--- src/logic/trace_defines.svh ---
`ifndef TRACE_DEFINES_SVH
`define TRACE_DEFINES_SVH

// Byte PC is the word-address PC followed by two zero bits
`define TRACE_PC_W 30

`define TRACE_DATA_W 32
`define TRACE_DMEM_ADDR_W 10
`define TRACE_REG_ADDR_W 5

// FPU register file keeps floats in 33-bit recoded form
`define TRACE_RECFN_W 33

`define TRACE_FIFO_DEPTH 8

// Saturating counters
`define TRACE_STALL_CNT_W 8
`define TRACE_DROP_W 16

`endif

--- src/logic/trace_pkg.sv ---
`default_nettype none

`include "trace_defines.svh"

package trace_pkg;

  // Listed in priority order with IFETCH highest
  typedef enum logic [1:0] {
    STALL_NONE,
    STALL_IFETCH,
    STALL_LOADWB,
    STALL_FLWWB
  } stall_reason_e;

  typedef enum logic [2:0] {
    ACC_NONE,
    ACC_LOCAL_LOAD,
    ACC_LOCAL_STORE,
    ACC_REMOTE_LOAD,
    ACC_REMOTE_STORE
  } access_e;

  typedef struct packed {
    logic [`TRACE_DATA_W-1:0] pc;
    logic [`TRACE_DATA_W-1:0] instr;
    logic is_branch;
    logic [`TRACE_DATA_W-1:0] btarget;
    access_e access;
    // Dmem word address or remote address, zero-extended
    logic [`TRACE_DATA_W-1:0] addr;
    logic [`TRACE_DATA_W-1:0] data;
    logic int_wen;
    logic [`TRACE_REG_ADDR_W-1:0] int_waddr;
    logic [`TRACE_DATA_W-1:0] int_wdata;
    logic fp_wen;
    logic [`TRACE_REG_ADDR_W-1:0] fp_waddr;
    // IEEE single precision
    logic [`TRACE_DATA_W-1:0] fp_wdata;
    stall_reason_e stall_reason;
    logic [`TRACE_STALL_CNT_W-1:0] stall_cycles;
  } trace_rec_t;

endpackage

`default_nettype wire

--- src/logic/trace_stage_pipe.sv ---
`timescale 1ns/1ns
`default_nettype none

`include "trace_defines.svh"

module trace_stage_pipe (
  input  wire logic                          clk_i,
  input  wire logic                          reset_i,
  input  wire logic                          stall_all_i,
  input  wire logic                          exe_v_i,
  input  wire logic [`TRACE_DATA_W-1:0]      exe_pc_plus4_i,
  input  wire logic [`TRACE_DATA_W-1:0]      exe_instr_i,
  input  wire logic                          exe_branch_i,
  input  wire logic                          exe_jal_i,
  input  wire logic                          exe_jalr_i,
  input  wire logic [`TRACE_PC_W-1:0]        pc_next_i,
  input  wire logic                          dmem_v_i,
  input  wire logic                          dmem_w_i,
  input  wire logic [`TRACE_DMEM_ADDR_W-1:0] dmem_addr_i,
  input  wire logic [`TRACE_DATA_W-1:0]      dmem_wdata_i,
  input  wire logic [`TRACE_DATA_W-1:0]      dmem_rdata_i,
  input  wire logic                          remote_v_i,
  input  wire logic                          remote_write_i,
  input  wire logic                          remote_icache_fetch_i,
  input  wire logic [`TRACE_DATA_W-1:0]      remote_addr_i,
  input  wire logic [`TRACE_DATA_W-1:0]      remote_wdata_i,
  output logic                               wb_v_o,
  output logic [`TRACE_DATA_W-1:0]           wb_pc_o,
  output logic [`TRACE_DATA_W-1:0]           wb_instr_o,
  output logic                               wb_branch_o,
  output logic [`TRACE_DATA_W-1:0]           wb_btarget_o,
  output trace_pkg::access_e                 wb_access_o,
  output logic [`TRACE_DATA_W-1:0]           wb_addr_o,
  output logic [`TRACE_DATA_W-1:0]           wb_data_o
);

  logic [`TRACE_DATA_W-1:0] exe_addr_w;
  logic [`TRACE_DATA_W-1:0] exe_data_w;
  trace_pkg::access_e       exe_access_w;

  logic                     mem_v_r;
  logic [`TRACE_DATA_W-1:0] mem_pc_r;
  logic [`TRACE_DATA_W-1:0] mem_instr_r;
  logic                     mem_branch_r;
  logic [`TRACE_DATA_W-1:0] mem_btarget_r;
  trace_pkg::access_e       mem_access_r;
  logic [`TRACE_DATA_W-1:0] mem_addr_r;
  logic [`TRACE_DATA_W-1:0] mem_data_r;

  // Local dmem request beats a remote one
  always_comb begin
    exe_access_w = trace_pkg::ACC_NONE;
    exe_addr_w   = '0;
    exe_data_w   = '0;
    if (dmem_v_i) begin
      exe_addr_w = {{(`TRACE_DATA_W-`TRACE_DMEM_ADDR_W){1'b0}}, dmem_addr_i};
      if (dmem_w_i) begin
        exe_access_w = trace_pkg::ACC_LOCAL_STORE;
        exe_data_w   = dmem_wdata_i;
      end else begin
        exe_access_w = trace_pkg::ACC_LOCAL_LOAD;
      end
    end else if (remote_v_i && remote_write_i) begin
      exe_access_w = trace_pkg::ACC_REMOTE_STORE;
      exe_addr_w   = remote_addr_i;
      exe_data_w   = remote_wdata_i;
    end else if (remote_v_i && !remote_icache_fetch_i) begin
      exe_access_w = trace_pkg::ACC_REMOTE_LOAD;
      exe_addr_w   = remote_addr_i;
    end
  end

  always_ff @(posedge clk_i) begin
    if (reset_i) begin
      mem_v_r <= 1'b0;
      wb_v_o  <= 1'b0;
    end else if (!stall_all_i) begin
      mem_v_r <= exe_v_i;
      wb_v_o  <= mem_v_r;
    end
  end

  always_ff @(posedge clk_i) begin
    if (!stall_all_i) begin
      mem_pc_r      <= exe_pc_plus4_i - `TRACE_DATA_W'(4);
      mem_instr_r   <= exe_instr_i;
      mem_branch_r  <= exe_branch_i | exe_jal_i | exe_jalr_i;
      mem_btarget_r <= {pc_next_i, 2'b00};
      mem_access_r  <= exe_access_w;
      mem_addr_r    <= exe_addr_w;
      mem_data_r    <= exe_data_w;

      wb_pc_o      <= mem_pc_r;
      wb_instr_o   <= mem_instr_r;
      wb_branch_o  <= mem_branch_r;
      wb_btarget_o <= mem_btarget_r;
      wb_access_o  <= mem_access_r;
      wb_addr_o    <= mem_addr_r;
      // Read data shows up during MEM
      wb_data_o    <= (mem_access_r == trace_pkg::ACC_LOCAL_LOAD) ? dmem_rdata_i : mem_data_r;
    end
  end

endmodule

`default_nettype wire

--- src/logic/recfn_to_fn.sv ---
`timescale 1ns/1ns
`default_nettype none

`include "trace_defines.svh"

module recfn_to_fn (
  input  wire logic [`TRACE_RECFN_W-1:0] rec_i,
  output logic [`TRACE_DATA_W-1:0]       ieee_o
);

  localparam int frac_w_lp = 23;
  localparam int exp_w_lp  = `TRACE_RECFN_W - frac_w_lp - 1;

  logic                sign_w;
  logic [exp_w_lp-1:0] exp_w;
  logic [frac_w_lp-1:0] frac_w;
  logic [7:0]          norm_exp_w;
  logic [exp_w_lp-1:0] shift_w;
  logic [frac_w_lp:0]  sub_sig_w;

  assign sign_w = rec_i[`TRACE_RECFN_W-1];
  assign exp_w  = rec_i[`TRACE_RECFN_W-2 -: exp_w_lp];
  assign frac_w = rec_i[frac_w_lp-1:0];

  // Recoded bias is 129 above the IEEE exponent
  assign norm_exp_w = 8'(exp_w - exp_w_lp'(129));

  // Exponent 130 maps to IEEE exponent 1 and each step below is one more shift
  assign shift_w   = exp_w_lp'(130) - exp_w;
  assign sub_sig_w = {1'b1, frac_w} >> shift_w;

  always_comb begin
    case (exp_w[exp_w_lp-1 -: 3])
      3'b000: begin
        ieee_o = {sign_w, 8'h00, {frac_w_lp{1'b0}}};
      end
      3'b110: begin
        ieee_o = {sign_w, 8'hff, {frac_w_lp{1'b0}}};
      end
      3'b111: begin
        // NaN payload travels unchanged
        ieee_o = {sign_w, 8'hff, frac_w};
      end
      default: begin
        if (exp_w < exp_w_lp'(130)) begin
          ieee_o = {sign_w, 8'h00, sub_sig_w[frac_w_lp-1:0]};
        end else begin
          ieee_o = {sign_w, norm_exp_w, frac_w};
        end
      end
    endcase
  end

endmodule

`default_nettype wire

--- src/logic/trace_record_builder.sv ---
`timescale 1ns/1ns
`default_nettype none

`include "trace_defines.svh"

module trace_record_builder (
  input  wire logic                         clk_i,
  input  wire logic                         reset_i,
  input  wire logic                         stall_all_i,
  input  wire logic                         stall_ifetch_i,
  input  wire logic                         stall_loadwb_i,
  input  wire logic                         stall_flwwb_i,
  input  wire logic                         wb_v_i,
  input  wire logic [`TRACE_DATA_W-1:0]     wb_pc_i,
  input  wire logic [`TRACE_DATA_W-1:0]     wb_instr_i,
  input  wire logic                         wb_branch_i,
  input  wire logic [`TRACE_DATA_W-1:0]     wb_btarget_i,
  input  wire trace_pkg::access_e           wb_access_i,
  input  wire logic [`TRACE_DATA_W-1:0]     wb_addr_i,
  input  wire logic [`TRACE_DATA_W-1:0]     wb_data_i,
  input  wire logic                         int_wen_i,
  input  wire logic [`TRACE_REG_ADDR_W-1:0] int_waddr_i,
  input  wire logic [`TRACE_DATA_W-1:0]     int_wdata_i,
  input  wire logic                         fp_wen_i,
  input  wire logic [`TRACE_REG_ADDR_W-1:0] fp_waddr_i,
  input  wire logic [`TRACE_DATA_W-1:0]     fp_ieee_i,
  output logic                              push_o,
  output trace_pkg::trace_rec_t             rec_o
);

  logic [`TRACE_STALL_CNT_W-1:0] stall_cnt_r;
  trace_pkg::stall_reason_e      stall_reason_r;
  trace_pkg::stall_reason_e      reason_w;

  always_comb begin
    if (stall_ifetch_i) begin
      reason_w = trace_pkg::STALL_IFETCH;
    end else if (stall_loadwb_i) begin
      reason_w = trace_pkg::STALL_LOADWB;
    end else if (stall_flwwb_i) begin
      reason_w = trace_pkg::STALL_FLWWB;
    end else begin
      reason_w = trace_pkg::STALL_NONE;
    end
  end

  // Only cycles spent by a valid instruction in WB count
  always_ff @(posedge clk_i) begin
    if (reset_i) begin
      stall_cnt_r    <= '0;
      stall_reason_r <= trace_pkg::STALL_NONE;
    end else if (wb_v_i) begin
      if (stall_all_i) begin
        if (stall_cnt_r != '1) begin
          stall_cnt_r <= stall_cnt_r + 1'b1;
        end
        stall_reason_r <= reason_w;
      end else begin
        stall_cnt_r    <= '0;
        stall_reason_r <= trace_pkg::STALL_NONE;
      end
    end
  end

  assign push_o = wb_v_i & ~stall_all_i;

  always_comb begin
    rec_o.pc           = wb_pc_i;
    rec_o.instr        = wb_instr_i;
    rec_o.is_branch    = wb_branch_i;
    rec_o.btarget      = wb_btarget_i;
    rec_o.access       = wb_access_i;
    rec_o.addr         = wb_addr_i;
    rec_o.data         = wb_data_i;
    rec_o.int_wen      = int_wen_i;
    rec_o.int_waddr    = int_waddr_i;
    rec_o.int_wdata    = int_wdata_i;
    rec_o.fp_wen       = fp_wen_i;
    rec_o.fp_waddr     = fp_waddr_i;
    rec_o.fp_wdata     = fp_ieee_i;
    rec_o.stall_reason = stall_reason_r;
    rec_o.stall_cycles = stall_cnt_r;
  end

endmodule

`default_nettype wire

--- src/logic/trace_fifo.sv ---
`timescale 1ns/1ns
`default_nettype none

`include "trace_defines.svh"

module trace_fifo #(
  parameter int depth_p = `TRACE_FIFO_DEPTH
) (
  input  wire logic                     clk_i,
  input  wire logic                     reset_i,
  input  wire logic                     push_i,
  input  wire trace_pkg::trace_rec_t    push_rec_i,
  output logic                          valid_o,
  output trace_pkg::trace_rec_t         rec_o,
  input  wire logic                     ready_i,
  output logic [`TRACE_DROP_W-1:0]      drop_count_o
);

  localparam int ptr_w_lp = (depth_p > 1) ? $clog2(depth_p) : 1;
  localparam int cnt_w_lp = $clog2(depth_p + 1);
  localparam logic [ptr_w_lp-1:0] last_lp = ptr_w_lp'(depth_p - 1);

  trace_pkg::trace_rec_t mem_r [depth_p];

  logic [ptr_w_lp-1:0] wr_ptr_r;
  logic [ptr_w_lp-1:0] rd_ptr_r;
  logic [cnt_w_lp-1:0] count_r;
  logic                full_w;
  logic                push_ok_w;
  logic                pop_w;

  // Room is judged at cycle start so a same-cycle pop does not help
  assign full_w    = (count_r == cnt_w_lp'(depth_p));
  assign push_ok_w = push_i & ~full_w;
  assign pop_w     = valid_o & ready_i;

  assign valid_o = (count_r != '0);
  assign rec_o   = mem_r[rd_ptr_r];

  always_ff @(posedge clk_i) begin
    if (reset_i) begin
      wr_ptr_r     <= '0;
      rd_ptr_r     <= '0;
      count_r      <= '0;
      drop_count_o <= '0;
    end else begin
      if (push_ok_w) begin
        wr_ptr_r <= (wr_ptr_r == last_lp) ? '0 : wr_ptr_r + 1'b1;
      end
      if (pop_w) begin
        rd_ptr_r <= (rd_ptr_r == last_lp) ? '0 : rd_ptr_r + 1'b1;
      end
      count_r <= count_r + cnt_w_lp'(push_ok_w) - cnt_w_lp'(pop_w);
      if (push_i && full_w && drop_count_o != '1) begin
        drop_count_o <= drop_count_o + 1'b1;
      end
    end
  end

  always_ff @(posedge clk_i) begin
    if (push_ok_w) begin
      mem_r[wr_ptr_r] <= push_rec_i;
    end
  end

endmodule

`default_nettype wire

--- src/logic/core_trace_top.sv ---
`timescale 1ns/1ns
`default_nettype none

`include "trace_defines.svh"

module core_trace_top (
  input  wire logic                          clk_i,
  input  wire logic                          reset_i,
  input  wire logic                          exe_v_i,
  input  wire logic [`TRACE_DATA_W-1:0]      exe_pc_plus4_i,
  input  wire logic [`TRACE_DATA_W-1:0]      exe_instr_i,
  input  wire logic                          exe_branch_i,
  input  wire logic                          exe_jal_i,
  input  wire logic                          exe_jalr_i,
  input  wire logic [`TRACE_PC_W-1:0]        pc_next_i,
  input  wire logic                          dmem_v_i,
  input  wire logic                          dmem_w_i,
  input  wire logic [`TRACE_DMEM_ADDR_W-1:0] dmem_addr_i,
  input  wire logic [`TRACE_DATA_W-1:0]      dmem_wdata_i,
  input  wire logic [`TRACE_DATA_W-1:0]      dmem_rdata_i,
  input  wire logic                          remote_v_i,
  input  wire logic                          remote_write_i,
  input  wire logic                          remote_icache_fetch_i,
  input  wire logic [`TRACE_DATA_W-1:0]      remote_addr_i,
  input  wire logic [`TRACE_DATA_W-1:0]      remote_wdata_i,
  input  wire logic                          int_wen_i,
  input  wire logic [`TRACE_REG_ADDR_W-1:0]  int_waddr_i,
  input  wire logic [`TRACE_DATA_W-1:0]      int_wdata_i,
  input  wire logic                          fp_wen_i,
  input  wire logic [`TRACE_REG_ADDR_W-1:0]  fp_waddr_i,
  input  wire logic [`TRACE_RECFN_W-1:0]     fp_wdata_i,
  input  wire logic                          stall_all_i,
  input  wire logic                          stall_ifetch_i,
  input  wire logic                          stall_loadwb_i,
  input  wire logic                          stall_flwwb_i,
  output logic                               trace_valid_o,
  output trace_pkg::trace_rec_t              trace_rec_o,
  input  wire logic                          trace_ready_i,
  output logic [`TRACE_DROP_W-1:0]           drop_count_o
);

  logic                     wb_v;
  logic [`TRACE_DATA_W-1:0] wb_pc;
  logic [`TRACE_DATA_W-1:0] wb_instr;
  logic                     wb_branch;
  logic [`TRACE_DATA_W-1:0] wb_btarget;
  trace_pkg::access_e       wb_access;
  logic [`TRACE_DATA_W-1:0] wb_addr;
  logic [`TRACE_DATA_W-1:0] wb_data;
  logic [`TRACE_DATA_W-1:0] fp_ieee;
  logic                     push;
  trace_pkg::trace_rec_t    push_rec;

  trace_stage_pipe pipe_i (
    .clk_i,
    .reset_i,
    .stall_all_i,
    .exe_v_i,
    .exe_pc_plus4_i,
    .exe_instr_i,
    .exe_branch_i,
    .exe_jal_i,
    .exe_jalr_i,
    .pc_next_i,
    .dmem_v_i,
    .dmem_w_i,
    .dmem_addr_i,
    .dmem_wdata_i,
    .dmem_rdata_i,
    .remote_v_i,
    .remote_write_i,
    .remote_icache_fetch_i,
    .remote_addr_i,
    .remote_wdata_i,
    .wb_v_o       (wb_v),
    .wb_pc_o      (wb_pc),
    .wb_instr_o   (wb_instr),
    .wb_branch_o  (wb_branch),
    .wb_btarget_o (wb_btarget),
    .wb_access_o  (wb_access),
    .wb_addr_o    (wb_addr),
    .wb_data_o    (wb_data)
  );

  // FP register writes arrive recoded
  recfn_to_fn fp_conv_i (
    .rec_i  (fp_wdata_i),
    .ieee_o (fp_ieee)
  );

  trace_record_builder builder_i (
    .clk_i,
    .reset_i,
    .stall_all_i,
    .stall_ifetch_i,
    .stall_loadwb_i,
    .stall_flwwb_i,
    .wb_v_i       (wb_v),
    .wb_pc_i      (wb_pc),
    .wb_instr_i   (wb_instr),
    .wb_branch_i  (wb_branch),
    .wb_btarget_i (wb_btarget),
    .wb_access_i  (wb_access),
    .wb_addr_i    (wb_addr),
    .wb_data_i    (wb_data),
    .int_wen_i,
    .int_waddr_i,
    .int_wdata_i,
    .fp_wen_i,
    .fp_waddr_i,
    .fp_ieee_i    (fp_ieee),
    .push_o       (push),
    .rec_o        (push_rec)
  );

  trace_fifo #(
    .depth_p (`TRACE_FIFO_DEPTH)
  ) fifo_i (
    .clk_i,
    .reset_i,
    .push_i       (push),
    .push_rec_i   (push_rec),
    .valid_o      (trace_valid_o),
    .rec_o        (trace_rec_o),
    .ready_i      (trace_ready_i),
    .drop_count_o
  );

endmodule

`default_nettype wire

--- config.mk ---
export PLATFORM = sky130hd
export DESIGN_NAME = core_trace_top
export DESIGN_NICKNAME = d
export VERILOG_FILES = /design/src/logic/trace_pkg.sv /design/src/logic/trace_stage_pipe.sv /design/src/logic/recfn_to_fn.sv /design/src/logic/trace_record_builder.sv /design/src/logic/trace_fifo.sv /design/src/logic/core_trace_top.sv
export VERILOG_INCLUDE_DIRS = /design/src /design/src/logic
export SDC_FILE = /design/constraint.sdc
export NUM_CORES = 2
export LEC_CHECK = 0
export ABC_AREA = 1
export BUFFER_PORTS_ARGS = -buffer_cell sky130_fd_sc_hd__buf_2
export CORE_MARGIN = 4
export CORE_UTILIZATION = 50
export CTS_CLUSTER_DIAMETER = 200
export DETAILED_ROUTE_END_ITERATION = 16
export HOLD_SLACK_MARGIN = 0.05
export PLACE_DENSITY_LB_ADDON = 0.08
export SYNTH_ARGS = -nofsm -noshare
export SYNTH_HDL_FRONTEND = slang
export SYNTH_SLANG_ARGS = --single-unit
--- constraint.sdc ---
create_clock -name clk_i -period 23.9 [get_ports clk_i]
set_input_delay 4.78 -clock clk_i [delete_from_list [all_inputs] [get_ports clk_i]]
set_output_delay 4.78 -clock clk_i [all_outputs]
set_load 0.01 [all_outputs]
* Word-level counts from Yosys, hierarchy flattened
Memory sizes are Yosys's and may differ from the RTL's. A register that Yosys moved wholly into a read port is not among the register bits.
Index checks and enable logic that the tools add are counted.
** Storage, ports and cells
- Memories kept :: 1
- Memory bits (writable) :: 1984
- Register bits after elaboration :: 362
- Input port bits :: 325
** Cells by class
- Equal/unequal tests :: 9
- Shift-type cells :: 1
- Add/subtract/negate cells :: 9
- $lt $le $gt $ge :: 1
- Bitwise gates (word level) :: 7
- Multiplexer cells :: 25
- Reductions and logical operators :: 8
** Memories
- fifo_i.mem_r :: words 8, bits a word 248, read ports 1, clocked after memory_dff 1, wr ports 1, line trace_fifo.sv:23 : trace_pkg::trace_rec_t mem_r [depth_p];
** Operators with widths (count)
- $mux W32 :: 6
- $pmux W31 S3 :: 1
- $sub A32 B3 Y32 const B :: 1
- $mux W31 :: 1
- $shr A24 B9 Y23 :: 1
- $mux W3 :: 6
- $add A16 B1 Y16 const B :: 1
- $mux W8 :: 2
- $ne A16 B16 Y1 const B :: 1
- $eq A3 B3 Y1 const B :: 4
- $mux W2 :: 6
- $mux W10 :: 1
- $lt A9 B8 Y1 const B :: 1
- $sub A8 B9 Y9 const A :: 1
- $add A8 B1 Y8 const B :: 1
- $ne A8 B8 Y1 const B :: 1
- $sub A8 B8 Y8 const B :: 1
- $add A3 B1 Y3 const B :: 2
- $add A4 B1 Y4 :: 1
- $eq A4 B4 Y1 const B :: 1
- $logic_and A1 B1 Y1 :: 4
- $reduce_bool A4 Y1 :: 1
- $sub A4 B1 Y4 :: 1
- $and A1 B1 Y1 :: 3
- other kinds (8) :: 11

* Longest topological paths before layout
- Word-level depth :: 5
- Mapped depth :: 18

* By module
Synthesis repeated with hierarchy kept, for this count alone.
** Unflattened totals
- Cells, all modules :: 6781
- Area total of the unflattened synthesis :: 95631.7 um^2
** By module, submodules not included
- trace_fifo :: cells each 5325, sequential area each 60638.2 um^2, area an instance 79281.0 um^2, times used 1
- trace_stage_pipe :: cells each 731, sequential area each 9769.4 um^2, area an instance 11911.4 um^2, times used 1
- trace_record_builder :: cells each 328, sequential area each 200.2 um^2, area an instance 2383.5 um^2, times used 1
- recfn_to_fn :: cells each 397, sequential area each 0.0 um^2, area an instance 2055.7 um^2, times used 1

* Worst setup path before layout
No wires, ideal clock.
- Path kind :: input port to flip-flop
- Start :: in stall_all_i
- End :: mem fifo_i.mem_r[0][0] (netlist bit) (enable)
- Cell stages on the path :: 5
- Data arrival time :: 15484 ps
- Path slack :: 7555 ps
- Data required time :: 23039 ps
- Cell sequence :: nor2_1 -> nand2_1 -> inv_1 -> nand2_1 -> nor2_1
** Between the ends
- Longest elaborated chain between the ends :: 5
** RTL lines
- from (decl) :: line core_trace_top.sv:32 : input wire logic stall_all_i,
- $not A1 Y1 :: line trace_record_builder.sv:65 : assign push_o = wb_v_i & ~stall_all_i;
- $and A1 B1 Y1 :: line trace_record_builder.sv:65
- $and A1 B1 Y1 :: line trace_fifo.sv:34 : assign push_ok_w = push_i & ~full_w;
- via fifo_i.push_ok_w :: line trace_fifo.sv:29 : logic push_ok_w;
- $mux W1 :: line trace_fifo.sv:61 : if (push_ok_w) begin
- $mux W1 (not written as such) :: line trace_fifo.sv:62 : mem_r[wr_ptr_r] <= push_rec_i;
- to (decl) :: line trace_fifo.sv:23
The timed path passes the listed nets, and every way through them passes these cells.

==> impl_metrics.json <==
{
  "status": "completed",
  "yosysSeqAreaShare": 0.770,
  "grt_max_degree": 241,
  "rows": 156,
  "synth_area_leaders": "edfxtp_1, nor2_1, o21ai_0, o22ai_1, a31oi_1",
  "final_core_util": 0.571,
  "grt_pass1_wl_um": 336000,
  "yosys-top-cells-count": "edfxtp_1, nor2_1, o21ai_0, clkbuf_1, o22ai_1",
  "postCtsHoldBufs": 0,
  "wl_per_cell_um": 22.5,
  "drt_pass1_iterations": 5,
  "hpwl_um": 119000,
  "cts.clk_slew.worst_paths_ns": 0.06,
  "max_slew_margin": 0.208,
  "die_area_um2": 189000,
  "remaining_drc_errors": 0,
  "ctsResizeCount": 0,
  "synth_top_area_cell": "edfxtp_1",
  "syn_area_um2": 91100,
  "leakagePower_nw": 35.1,
  "die_x_um": 435,
  "synth_area_per_cell_um2": 13.3,
  "htree_levels": 4,
  "ys_warn_count": 0,
  "synth-edff-count": 2308,
  "end_kind": "output port",
  "clock_skew_ns": 0.0244,
  "hold_path.class": "register to register",
  "synthCells": 6852,
  "reg2reg_depth": 10,
  "drive_above_1_share": 0.142,
  "root_buffer": "clkbuf_16",
  "cts_tree": "done",
  "worstReg2RegStart": "fifo_i.count_r[2]",
  "grt_pass1_vias": 53900,
  "coreArea_um2": 181000,
  "chipHeight_um": 435,
  "async_flop_share": 0,
  "gr-total-overflow": 0,
  "worstSetupEndpoint": "trace_rec_o[93]",
  "antenna_found_initial": 20,
  "clockBufferDepth": 3,
  "power_mw": 10.6,
  "hold_viol": 0,
  "vias": 55700,
  "rsz0062_at_grt": "false",
  "period_share": 0.450,
  "fmax_mhz": 92.9,
  "synth_top_area_share": 0.761,
  "max_cap_violations": 0,
  "drtIter0Drc": 4367,
  "cp_data_arrival_time_ns": 5.98,
  "vdd_drop_max_mv": 0.0760,
  "gp_congestion": 0.877,
  "postCtsSetupBuffers": 0,
  "yosysMostFrequentCell": "edfxtp_1",
  "ys_types": 50,
  "crit_path_start_kind": "register",
  "grt_usage": 0.230,
  "reg2reg_to": "fifo_i.mem_r[4][96]",
  "slew_viol_final": 0,
  "setup_viol": 0,
  "start_util": 0.503,
  "synth-seq-cells": 2349,
  "wirelength_um": 223000,
  "setup-tns-final_ns": 0,
  "fin_crit_ns": 10.76,
  "avgViaCountPerCell": 5.62,
  "io_pins": 592,
  "cts_buffers": 233,
  "ys.flop_type": "edfxtp_1",
  "r2r_setup_slack_ns": 19.17,
  "ant_nets": 0,
  "io_buffers": 589,
  "area_delta_synth_final_pct": 13.4,
  "fin_nets": 7669,
  "insertion_delay_ns": 0.85,
  "cts.sink_count": 2349,
  "worstMarginPinSlew_ns": 1.19,
  "crit_fanout": 176,
  "powerDensity_nw_per_um2": 103,
  "required_ns": 19.12,
  "critical_path_class": "register to output port"
}
==> logic make-up after synthesis <==
| family | after synthesis | share of synthesized area |
|---|---|---|
| mux | 32 | 0.00396 |
| compound gates | 1617 | 0.0978 |
| xor+xnor | 36 | 0.00354 |
| other cells | 1 | 0.0000412 |
| simple gates | 2256 | 0.0980 |
| flops | 2349 | 0.770 |
| buf+inv | 544 | 0.0242 |
| fa+ha+maj | 17 | 0.00242 |
==> worst max-delay path: stages, from the launching register on <==
cell     delay (ns)
dfxtp_4        0.58
inv_8          0.71
buf_4          0.82
buf_4          0.95
buf_4          0.78
o21ai_0        0.16
o22ai_1        0.15
nor2_1         0.06
a31oi_1        0.42
buf_2          0.23
==> sequential cells by signal (all words and copies together) (netlist names), 4 cells and up, named ones only <==
register	flops
builder_i.stall_cnt_r	8
fifo_i.count_r	4
fifo_i.drop_count_o	16
fifo_i.mem_r	1984
pipe_i.mem_addr_r	32
pipe_i.mem_btarget_r	30
pipe_i.mem_data_r	32
pipe_i.mem_instr_r	32
pipe_i.mem_pc_r	32
pipe_i.wb_addr_o	32
pipe_i.wb_btarget_o	30
pipe_i.wb_data_o	32
pipe_i.wb_instr_o	32
pipe_i.wb_pc_o	32
==> power breakdown <==
part / internal (mW) / switching (mW)
Sequential: 4.61 / 0.0729
Clock: 1.95 / 1.50
Combinational: 0.743 / 1.74
==> how the worst min path moves through the flow <==
stage	startpoint	to	cells past startpoint
2_1_floorplan	pipe_i.mem_addr_r[0]	pipe_i.wb_addr_o[0]	0
3_3_place_gp	pipe_i.mem_btarget_r[16]	pipe_i.wb_btarget_o[16]	0
3_5_place_dp	pipe_i.mem_addr_r[15]	pipe_i.wb_addr_o[15]	0
4_1_cts	pipe_i.mem_btarget_r[18]	pipe_i.wb_btarget_o[18]	0
5_1_grt	pipe_i.mem_btarget_r[18]	pipe_i.wb_btarget_o[18]	0
6_report	pipe_i.mem_btarget_r[18]	pipe_i.wb_btarget_o[18]	0
==> layer usage <==
| layer | global-route usage | part of all wire | vias to the layer above |
|---|---|---|---|
| li1 | - | - | 26100 |
| met1 | 0.307 | 0.42 | 27900 |
| met2 | 0.396 | 0.50 | 1378 |
| met3 | 0.0303 | 0.044 | 333 |
| met4 | 0.0702 | 0.029 | 0 |
| met5 | 0 | 0 | - |
==> layout make-up <==
cell class                      count  area, µm²
Antenna cell                       11       27.5
Inverter                          113        454
Multi-Input combinational cell   3960      18800
Tap cell                         2370       2970
Sequential cell                  2349      70100
Fill cell                       14600      77700
Timing Repair Buffer              670       3660
Clock inverter                    142       1050
Clock buffer                      296       6140
==> through the flow <==
step / hold slack (ns) / instances / setup WS, ns / instance area (µm²)
2_1_floorplan: 0.400 / 6853 / 7.56 / 91100
3_3_place_gp: 0.401 / 9462 / 13.93 / 96000
3_5_place_dp: 0.405 / 9462 / 13.90 / 96000
4_1_cts: 0.415 / 9900 / 12.96 / 103000
5_1_grt: 0.419 / 9906 / 12.64 / 103000
6_report: 0.412 / 9911 / 13.14 / 103000
==> cell usage in the layout (no fill, tap or decap), types with 16 or more instances in the layout <==
cell type	count
inv_1	104
nand3_2	19
nand2_1	206
clkinv_2	48
a31oi_1	249
a21oi_1	36
buf_2	589
mux2_2	25
clkbuf_1	57
o22ai_1	253
nor2_1	1835
edfxtp_1	2308
dfxtp_1	39
xor2_1	25
nand3_1	134
a32o_1	32
o21ai_0	1030
buf_4	73
clkinv_1	64
clkbuf_16	234
ha_1	16
(Power assumes the default switching activity.)
